--- src/hw/fds_pkg.sv ---
// fds mapper package: register map, disk geometry, widths and access-sequence states

package fds_pkg;

	// bus and datapath widths
	localparam int cpu_addr_w = 16;
	localparam int data_w     = 8;
	localparam int disk_pos_w = 16;  // byte position within one side
	localparam int disk_off_w = 18;  // byte offset into the whole image
	localparam int ext_addr_w = 22;  // cartridge memory address

	// timer latch
	localparam logic [15:0] addr_timer_lo = 16'h4020;
	localparam logic [15:0] addr_timer_hi = 16'h4021;

	// control registers
	localparam logic [15:0] addr_timer_ctrl = 16'h4022;  // bit0 repeat, bit1 enable
	localparam logic [15:0] addr_disk_en    = 16'h4023;  // bit0 disk registers on
	localparam logic [15:0] addr_disk_ctrl  = 16'h4025;  // bit1 reset, bit2 read mode, bit3 mirror
	localparam logic [15:0] addr_disk_side  = 16'h4027;  // side the BIOS asked for

	// read-only status
	localparam logic [15:0] addr_irq_status   = 16'h4030;
	localparam logic [15:0] addr_drive_status = 16'h4032;
	localparam logic [15:0] addr_power        = 16'h4033;
	localparam logic [15:0] addr_busy         = 16'h4029;
	localparam logic [15:0] addr_save_flag    = 16'h4208;

	// patched BIOS fetch points that mark a disk byte transfer
	localparam logic [15:0] addr_read_lo  = 16'hF4D0;
	localparam logic [15:0] addr_read_hi  = 16'hF4D1;
	localparam logic [15:0] addr_write_lo = 16'hF4CD;
	localparam logic [15:0] addr_write_hi = 16'hF4CE;

	// disk image layout
	localparam logic [17:0] disk_side_len   = 18'd65500;
	localparam logic [17:0] disk_header_len = 18'd16;   // image header before side 0
	localparam logic [15:0] disk_last_pos   = 16'd65499;

	localparam logic [7:0] power_status_value = 8'h80;  // battery good

	// state of a lo/hi fetch pair
	typedef enum logic [1:0] {
		idle    = 2'd0,
		lo_seen = 2'd1,  // lo address fetched on the previous cpu cycle
		active  = 2'd2   // hi followed lo, transfer is in this cycle
	} disk_access_e;

endpackage

--- src/hw/fds_disk_access.sv ---
// fds disk tracker: control registers, BIOS read/write sequences, position and side offset

module fds_disk_access (
	input  logic                           clk20,
	input  logic                           reset,
	input  logic                           cpu_ce,
	input  logic [fds_pkg::cpu_addr_w-1:0] prg_ain,
	input  logic [fds_pkg::data_w-1:0]     prg_din,
	input  logic                           prg_write,
	input  logic [1:0]                     disk_side,
	output fds_pkg::disk_access_e          read_state,
	output fds_pkg::disk_access_e          write_state,
	output logic [fds_pkg::disk_off_w-1:0] rom_offset,
	output logic                           disk_end,
	output logic                           saved,
	output logic                           disk_reg_en,
	output logic                           mirror_vertical,
	output logic [1:0]                     disk_side_auto
);

	logic [fds_pkg::disk_pos_w-1:0] disk_pos;
	logic [fds_pkg::disk_off_w-1:0] side_base;
	logic diskreset;     // $4025 bit1, holds position at 0
	logic write_en;      // $4025 bit2 low means write mode
	logic mirror_horiz;  // $4025 bit3

	logic cpu_wr;
	logic cpu_rd;

	assign cpu_wr = cpu_ce & prg_write;
	assign cpu_rd = cpu_ce & ~prg_write;

	assign mirror_vertical = ~mirror_horiz;

	// header + side * side length + position
	assign side_base  = fds_pkg::disk_side_len * {16'd0, disk_side};
	assign rom_offset = fds_pkg::disk_header_len + side_base + {2'b00, disk_pos};
	assign disk_end   = (disk_pos == fds_pkg::disk_last_pos);

	// $4023, $4025, $4027
	always_ff @(posedge clk20) begin
		if (reset) begin
			disk_reg_en    <= 1'b0;
			diskreset      <= 1'b0;
			write_en       <= 1'b0;
			mirror_horiz   <= 1'b1;
			disk_side_auto <= 2'd0;
		end else if (cpu_wr) begin
			case (prg_ain)
				fds_pkg::addr_disk_en: disk_reg_en <= prg_din[0];
				fds_pkg::addr_disk_ctrl: begin
					diskreset    <= prg_din[1];
					write_en     <= ~prg_din[2];
					mirror_horiz <= prg_din[3];
				end
				fds_pkg::addr_disk_side: disk_side_auto <= prg_din[1:0];
				default: ;
			endcase
		end
	end

	// lo/hi fetch pairs, any other cpu cycle drops back to idle
	always_ff @(posedge clk20) begin
		if (reset) begin
			read_state  <= fds_pkg::idle;
			write_state <= fds_pkg::idle;
			saved       <= 1'b0;
		end else if (cpu_ce) begin
			if (cpu_rd && prg_ain == fds_pkg::addr_read_lo)
				read_state <= fds_pkg::lo_seen;
			else if (cpu_rd && prg_ain == fds_pkg::addr_read_hi && read_state == fds_pkg::lo_seen)
				read_state <= fds_pkg::active;
			else
				read_state <= fds_pkg::idle;

			if (cpu_rd && write_en && prg_ain == fds_pkg::addr_write_lo)
				write_state <= fds_pkg::lo_seen;
			else if (cpu_rd && prg_ain == fds_pkg::addr_write_hi &&
					write_state == fds_pkg::lo_seen)
				write_state <= fds_pkg::active;
			else
				write_state <= fds_pkg::idle;

			if (write_state == fds_pkg::active)
				saved <= 1'b1;  // sticky until reset
		end
	end

	// disk byte pointer
	always_ff @(posedge clk20) begin
		if (reset) begin
			disk_pos <= '0;
		end else if (cpu_ce) begin
			if (diskreset)
				disk_pos <= '0;
			else if (read_state == fds_pkg::active && !disk_end)
				disk_pos <= disk_pos + 16'd1;
		end
	end

endmodule

--- src/hw/fds_mapper.sv ---
// fds mapper top: timer irq, disk access tracker and PRG/CHR map

module fds_mapper (
	input  logic                           clk20,
	input  logic                           reset,
	input  logic                           cpu_ce,
	input  logic [fds_pkg::cpu_addr_w-1:0] prg_ain,
	input  logic [fds_pkg::data_w-1:0]     prg_din,
	input  logic                           prg_write,
	input  logic [13:0]                    chr_ain,
	input  logic [fds_pkg::data_w-1:0]     ram_dout,
	input  logic [1:0]                     disk_side,
	input  logic                           disk_eject,
	input  logic                           drive_busy,
	output logic [fds_pkg::data_w-1:0]     prg_dout,
	output logic                           prg_bus_drive,
	output logic                           prg_allow,
	output logic [fds_pkg::ext_addr_w-1:0] prg_aout,
	output logic [fds_pkg::ext_addr_w-1:0] chr_aout,
	output logic                           vram_a10,
	output logic                           vram_ce,
	output logic                           irq,
	output logic [1:0]                     disk_side_auto
);

	fds_pkg::disk_access_e read_state;
	fds_pkg::disk_access_e write_state;
	logic [fds_pkg::disk_off_w-1:0] rom_offset;
	logic disk_end;
	logic saved;
	logic disk_reg_en;
	logic mirror_vertical;

	fds_timer_irq u_timer_irq (
		.clk20       (clk20),
		.reset       (reset),
		.cpu_ce      (cpu_ce),
		.prg_ain     (prg_ain),
		.prg_din     (prg_din),
		.prg_write   (prg_write),
		.disk_reg_en (disk_reg_en),
		.irq         (irq)
	);

	fds_disk_access u_disk_access (
		.clk20           (clk20),
		.reset           (reset),
		.cpu_ce          (cpu_ce),
		.prg_ain         (prg_ain),
		.prg_din         (prg_din),
		.prg_write       (prg_write),
		.disk_side       (disk_side),
		.read_state      (read_state),
		.write_state     (write_state),
		.rom_offset      (rom_offset),
		.disk_end        (disk_end),
		.saved           (saved),
		.disk_reg_en     (disk_reg_en),
		.mirror_vertical (mirror_vertical),
		.disk_side_auto  (disk_side_auto)
	);

	fds_prg_map u_prg_map (
		.prg_ain         (prg_ain),
		.prg_write       (prg_write),
		.chr_ain         (chr_ain),
		.ram_dout        (ram_dout),
		.read_state      (read_state),
		.write_state     (write_state),
		.rom_offset      (rom_offset),
		.disk_end        (disk_end),
		.saved           (saved),
		.irq             (irq),
		.mirror_vertical (mirror_vertical),
		.disk_eject      (disk_eject),
		.drive_busy      (drive_busy),
		.prg_dout        (prg_dout),
		.prg_bus_drive   (prg_bus_drive),
		.prg_allow       (prg_allow),
		.prg_aout        (prg_aout),
		.chr_aout        (chr_aout),
		.vram_a10        (vram_a10),
		.vram_ce         (vram_ce)
	);

endmodule

--- src/hw/fds_prg_map.sv ---
// fds PRG/CHR mapping: bank select, status read override, access allow and mirroring

module fds_prg_map (
	input  logic [fds_pkg::cpu_addr_w-1:0] prg_ain,
	input  logic                           prg_write,
	input  logic [13:0]                    chr_ain,
	input  logic [fds_pkg::data_w-1:0]     ram_dout,
	input  fds_pkg::disk_access_e          read_state,
	input  fds_pkg::disk_access_e          write_state,
	input  logic [fds_pkg::disk_off_w-1:0] rom_offset,
	input  logic                           disk_end,
	input  logic                           saved,
	input  logic                           irq,
	input  logic                           mirror_vertical,
	input  logic                           disk_eject,
	input  logic                           drive_busy,
	output logic [fds_pkg::data_w-1:0]     prg_dout,
	output logic                           prg_bus_drive,
	output logic                           prg_allow,
	output logic [fds_pkg::ext_addr_w-1:0] prg_aout,
	output logic [fds_pkg::ext_addr_w-1:0] chr_aout,
	output logic                           vram_a10,
	output logic                           vram_ce
);

	logic any_active;
	logic write_active;
	logic match_lo;  // offset low byte, outside a transfer
	logic match_hi;
	logic [5:0] prg_bank;  // address bits 18:13

	assign write_active = (write_state == fds_pkg::active);
	assign any_active   = (read_state == fds_pkg::active) | write_active;

	assign match_lo = ((prg_ain == fds_pkg::addr_read_lo) |
			(prg_ain == fds_pkg::addr_write_lo)) & ~any_active;
	assign match_hi = ((prg_ain == fds_pkg::addr_read_hi) |
			(prg_ain == fds_pkg::addr_write_hi)) & ~any_active;

	// E000-FFFF is the BIOS, or the disk image during a transfer
	always_comb begin
		if (prg_ain[15:13] == 3'b111)
			prg_bank = any_active ? {1'b1, rom_offset[17:13]} : 6'd0;
		else
			prg_bank = {4'b0001, prg_ain[14:13]};  // 6000-DFFF in ram
	end

	assign prg_aout = {{3{prg_bank[5]}}, prg_bank, prg_ain[12:0]};

	// status and offset bytes replace the memory data
	always_comb begin
		prg_bus_drive = 1'b1;
		if (prg_ain == fds_pkg::addr_irq_status)
			prg_dout = {7'd0, irq};
		else if (prg_ain == fds_pkg::addr_drive_status)
			prg_dout = {5'd0, disk_eject, disk_end, disk_eject};
		else if (prg_ain == fds_pkg::addr_power)
			prg_dout = fds_pkg::power_status_value;
		else if (match_lo)
			prg_dout = rom_offset[7:0];
		else if (match_hi)
			prg_dout = {3'b111, rom_offset[12:8]};
		else if (prg_ain == fds_pkg::addr_save_flag)
			prg_dout = {7'd0, saved};
		else if (prg_ain == fds_pkg::addr_busy)
			prg_dout = {7'd0, ~drive_busy};  // zero while busy
		else begin
			prg_dout      = ram_dout;
			prg_bus_drive = 1'b0;
		end
	end

	// writes: 6000-DFFF or a disk write; reads: 6000-FFFF minus the offset bytes
	always_comb begin
		if (prg_write)
			prg_allow = write_active | (prg_ain[15] ^ (&prg_ain[14:13]));
		else
			prg_allow = (prg_ain[15] & ~match_lo & ~match_hi) |
					(prg_ain[15:13] == 3'b011);
	end

	assign chr_aout = {3'b010, 6'd0, chr_ain[12:0]};
	assign vram_a10 = mirror_vertical ? chr_ain[10] : chr_ain[11];
	assign vram_ce  = chr_ain[13];  // nametable space goes to internal vram

endmodule

--- src/hw/fds_timer_irq.sv ---
// fds timer: 16-bit latch, down-counter and the timer interrupt flag

module fds_timer_irq (
	input  logic                          clk20,
	input  logic                          reset,
	input  logic                          cpu_ce,
	input  logic [fds_pkg::cpu_addr_w-1:0] prg_ain,
	input  logic [fds_pkg::data_w-1:0]     prg_din,
	input  logic                          prg_write,
	input  logic                          disk_reg_en,
	output logic                          irq
);

	logic [2*fds_pkg::data_w-1:0] timer_latch;
	logic [2*fds_pkg::data_w-1:0] timer_count;
	logic timer_en;
	logic timer_repeat;
	logic disk_reg_en_q;  // previous disk_reg_en, for the falling edge

	logic cpu_wr;
	logic cpu_rd;
	logic wr_ctrl;
	logic timer_start;
	logic expire;
	logic reg_off;
	logic irq_ack;

	assign cpu_wr = cpu_ce & prg_write;
	assign cpu_rd = cpu_ce & ~prg_write;

	assign wr_ctrl     = cpu_wr & (prg_ain == fds_pkg::addr_timer_ctrl);
	assign timer_start = wr_ctrl & prg_din[1] & disk_reg_en;
	assign expire      = cpu_ce & timer_en & (timer_count == '0);
	assign reg_off     = disk_reg_en_q & ~disk_reg_en;  // $4023 bit0 cleared
	assign irq_ack     = cpu_rd & (prg_ain == fds_pkg::addr_irq_status);

	// latch and counter
	always_ff @(posedge clk20) begin
		if (cpu_wr && prg_ain == fds_pkg::addr_timer_lo)
			timer_latch[7:0] <= prg_din;
		if (cpu_wr && prg_ain == fds_pkg::addr_timer_hi)
			timer_latch[15:8] <= prg_din;

		if (timer_start) begin
			timer_count <= timer_latch;
		end else if (cpu_ce && timer_en) begin
			if (timer_count == '0)
				timer_count <= timer_latch;  // reload on expiry
			else
				timer_count <= timer_count - 16'd1;
		end
	end

	// enable, repeat and irq; later statements take priority
	always_ff @(posedge clk20) begin
		if (reset) begin
			irq           <= 1'b0;
			timer_en      <= 1'b0;
			timer_repeat  <= 1'b0;
			disk_reg_en_q <= 1'b0;
		end else begin
			disk_reg_en_q <= disk_reg_en;

			if (expire) begin
				irq <= 1'b1;
				if (!timer_repeat)
					timer_en <= 1'b0;  // one-shot
			end

			if (wr_ctrl) begin
				timer_repeat <= prg_din[0];
				timer_en     <= timer_start;
				if (!timer_start)
					irq <= 1'b0;
			end

			if (reg_off) begin
				timer_en <= 1'b0;
				irq      <= 1'b0;
			end

			if (irq_ack)
				irq <= 1'b0;  // read of $4030 acknowledges
		end
	end

endmodule
--- config.mk ---
export PLATFORM = sky130hd
export DESIGN_NAME = fds_mapper
export DESIGN_NICKNAME = d
export VERILOG_FILES = /design/src/hw/fds_pkg.sv /design/src/hw/fds_disk_access.sv /design/src/hw/fds_mapper.sv /design/src/hw/fds_prg_map.sv /design/src/hw/fds_timer_irq.sv
export SDC_FILE = /design/constraint.sdc
export NUM_CORES = 1
export LEC_CHECK = 0
export BUFFER_PORTS_ARGS = -buffer_cell sky130_fd_sc_hd__buf_2
export CAP_MARGIN = 25
export CORE_MARGIN = 5
export CORE_UTILIZATION = 56
export DETAILED_ROUTE_END_ITERATION = 6
export GPL_TIMING_DRIVEN = 0
export PLACE_DENSITY = 0.82
export SETUP_SLACK_MARGIN = 0.5
export SLEW_MARGIN = 20
export SYNTH_ARGS = -nofsm -noshare
export SYNTH_HDL_FRONTEND = slang
export SYNTH_HIERARCHICAL = 1
export SYNTH_SLANG_ARGS = --single-unit
--- constraint.sdc ---
create_clock -name clk20 -period 3.9 [get_ports clk20]
set_input_delay 0.195 -clock clk20 [delete_from_list [all_inputs] [get_ports clk20]]
set_output_delay 0.195 -clock clk20 [all_outputs]
set_load 0.1 [all_outputs]
==> metrics.txt <==
status=finished, final reports clean; starting density of the core=58.11%; maximum vdd drop=0.0003695 V; synthesized area=5117 um2; Sink Count=63; Final min period=3307 ps; remaining antenna violation count=0; Syn Area/Cell=8.854 um2; Leakage=2.565 nW; Post-Route WL=13500 um; critical path peak fanout=5; Post-Place Cells=784; Finish-stage setup viols=0; met2 usage in global routing=39.94%; worst endpoint data arrival time=3110 ps; GRT overflow=0; commonest non-fill, non-tap cell in the layout=buf_2; Final Hold Viols=0; FFs w/ async S/R, synth=0%; Die Wd=105.6 um; DRC Markers=0; post-DP HPWL=10210 um; synth unique cells=84; Clock transition at path regs=70 ps; clock buffer count from CTS=9; worst skew pair latency=340 ps; total power draw=1.658 mW; EDFF count, synth=32; detailed-route via count=4792; Final Max Slew Viols=0; Max Cap Viol=0; Detailed Route Iter0 Violations=340; fmax=0.3024 GHz; I/O Buffers=91; hold buffers post-CTS=0; Via density=5.960; die height=105.6 um; Die ar.=11150 um2; Initial DRT Pass Iterations=6; crit end category=output port; share of layout cells above drive strength 1=30.89%; Most used DFF post-synth=edfxtp_1; Ys Warns=6; largest net degree at the start of global routing=18; Placement Rows=34; # IOs=113; critical path's slowest cell=dfxtp_1; HP Class=in -> reg; CP Launch Type=flop; Slew headroom=42.86%; met1 Use GR=29.53%; max incr delay on CP=420 ps; WP data required=3700 ps; setup_tns=0 ps; CP cell instances=ha_1 -> ha_1 -> nand3_1 -> o211ai_1 -> buf_4 -> o211ai_1 -> xnor2_1 -> and3_2 -> a221o_1 -> buf_2; DR WL/cell=16.79 um; antenna violations before repair=0; maximum clock insertion buffer count=2; synthesized flop and latch total=63; Layout fillers=694; Clock Skews=10.87 ps; pwr/cell area=271.8 nW/um2; H-tree depth=3; Final period util=84.80%; Final #Nets=783; CORE AREA=8806 um2; post-synthesis cell count=578; measured slew at the worst slew-check pin=854.0 ps; Critical Setup Path Class=reg -> out; Root Buffer=clkbuf_8; CTS tree=done; RSZ-0062 raised after global routing=true; n_diodes=0; min setup slack post-route=592.8 ps; final core area utilization=69.28%; sequential area share after synthesis=30.90%; GR Util All Layers=23.30%; most used routing layer=met2; first-pass GRT wire length=21360 um; area grow syn2layout=19.22%; final std cells w/o fill=804; routability-driven placement congestion ratio=0.9585; most frequent cells in the layout=84 x buf_2, 51 x buf_4, 47 x nand2_1; dpl ws=164.4 ps; vias in the first global route=4420; met3 track demand over resource=5.929%
## power by group
part,switching [mW],internal (mW)
sequential,0.000000707,0.690
clock,0.248,0.293
combinational,0.319,0.108
total,0.567,1.09
## registers in the layout, indices dropped and copies added (netlist names), 2 cells and up
| register | flops |
|---|---|
| u_disk_access/read_state | 2 |
| u_timer_irq/timer_latch | 16 |
| u_timer_irq/timer_count | 16 |
| u_disk_access/disk_side_auto | 2 |
| u_disk_access/disk_pos | 16 |
| u_disk_access/write_state | 2 |
## synthesized netlist by cell type, types with 5 or more instances
master | count | area, um2
a21o_1 | 6 | 45.04
a21oi_1 | 22 | 110.1
a31oi_1 | 8 | 50.05
buf_4 | 43 | 322.8
clkbuf_1 | 7 | 26.28
dfxtp_1 | 31 | 620.6
edfxtp_1 | 32 | 960.9
ha_1 | 37 | 462.9
inv_1 | 36 | 135.1
mux2i_1 | 6 | 60.06
nand2_1 | 47 | 176.4
nand2b_1 | 5 | 31.28
nand3_1 | 24 | 120.1
nand3b_1 | 6 | 45.04
nand4_1 | 6 | 37.54
nand4b_1 | 6 | 52.55
nor2_1 | 40 | 150.1
nor3_1 | 12 | 60.06
nor4_1 | 8 | 50.05
nor4b_1 | 5 | 43.79
o21ai_0 | 43 | 215.2
o21bai_1 | 5 | 37.54
o31ai_1 | 8 | 60.06
xnor2_1 | 10 | 87.58
xor2_1 | 14 | 122.6
## timing repair
item                       4_1_cts  5_1_grt
resized for setup               19       16
setup buffers                    0        4
pin swaps                        0       11
setup endpoints to repair        8       10
gates cloned                     0        0
## through the flow
stage	hold WS [ps]	cell area (um2)
2_1_floorplan	261.7	5162
6_report	51.54	6101
3_5_place_dp	389.0	5758
5_1_grt	27.02	6101
4_1_cts	33.00	6005
3_3_place_gp	385.2	5753
## cells by family after synthesis
family | share of synthesized area [%]
fa+ha+maj | 9.438
mux | 2.054
compound gates | 17.73
other cells | 0.1468
simple gates | 25.55
buf+inv | 10.07
xor+xnor | 4.108
flops | 30.90
## area by class of cell
| cell class | instances | area, um2 | share of cell area, % |
|---|---|---|---|
| Multi-Input combinational cell | 432 | 3139 | 51.46 |
| Sequential cell | 63 | 1593 | 26.11 |
| Inverter | 36 | 135.1 | 2.215 |
| Clock inverter | 6 | 61.31 | 1.005 |
| Clock buffer | 10 | 127.6 | 2.092 |
| Tap cell | 108 | 135.1 | 2.215 |
| Timing Repair Buffer | 95 | 529.3 | 8.675 |
| Buffer | 54 | 380.4 | 6.235 |
## metal layers
metal  routed length [um]  part of all wire, %
met1                 5716                   42
met2                 6664                   49
met3                  907                  6.7
met4                  213                  1.6
met5                    0                    0
## worst paths after layout
check                           slack [ps]                                         to                                    from  depth (start not counted)
worst max-delay path                   590                                prg_dout[4]  u_disk_access/disk_pos[5]$_SDFFE_PP0P_                         10
worst min-delay path                    50       u_timer_irq/timer_latch[4]$_DFFE_PP_                              prg_din[4]                          1
worst max register to register        1460     u_disk_access/disk_pos[2]$_SDFFE_PP0P_  u_disk_access/disk_pos[8]$_SDFFE_PP0P_                          7
worst min register to register         480  u_disk_access/write_state[0]$_SDFFE_PP0P_     u_disk_access/write_en$_SDFFE_PP0P_                          2
## critical path: cells and delay by family (launching register included)
family	cells	cell delay, ps
buf+inv	2	610
flops	1	420
compound gates	3	580
xor+xnor	1	200
fa+ha+maj	2	680
simple gates	2	300
Power figures use the tool's default switching activity.
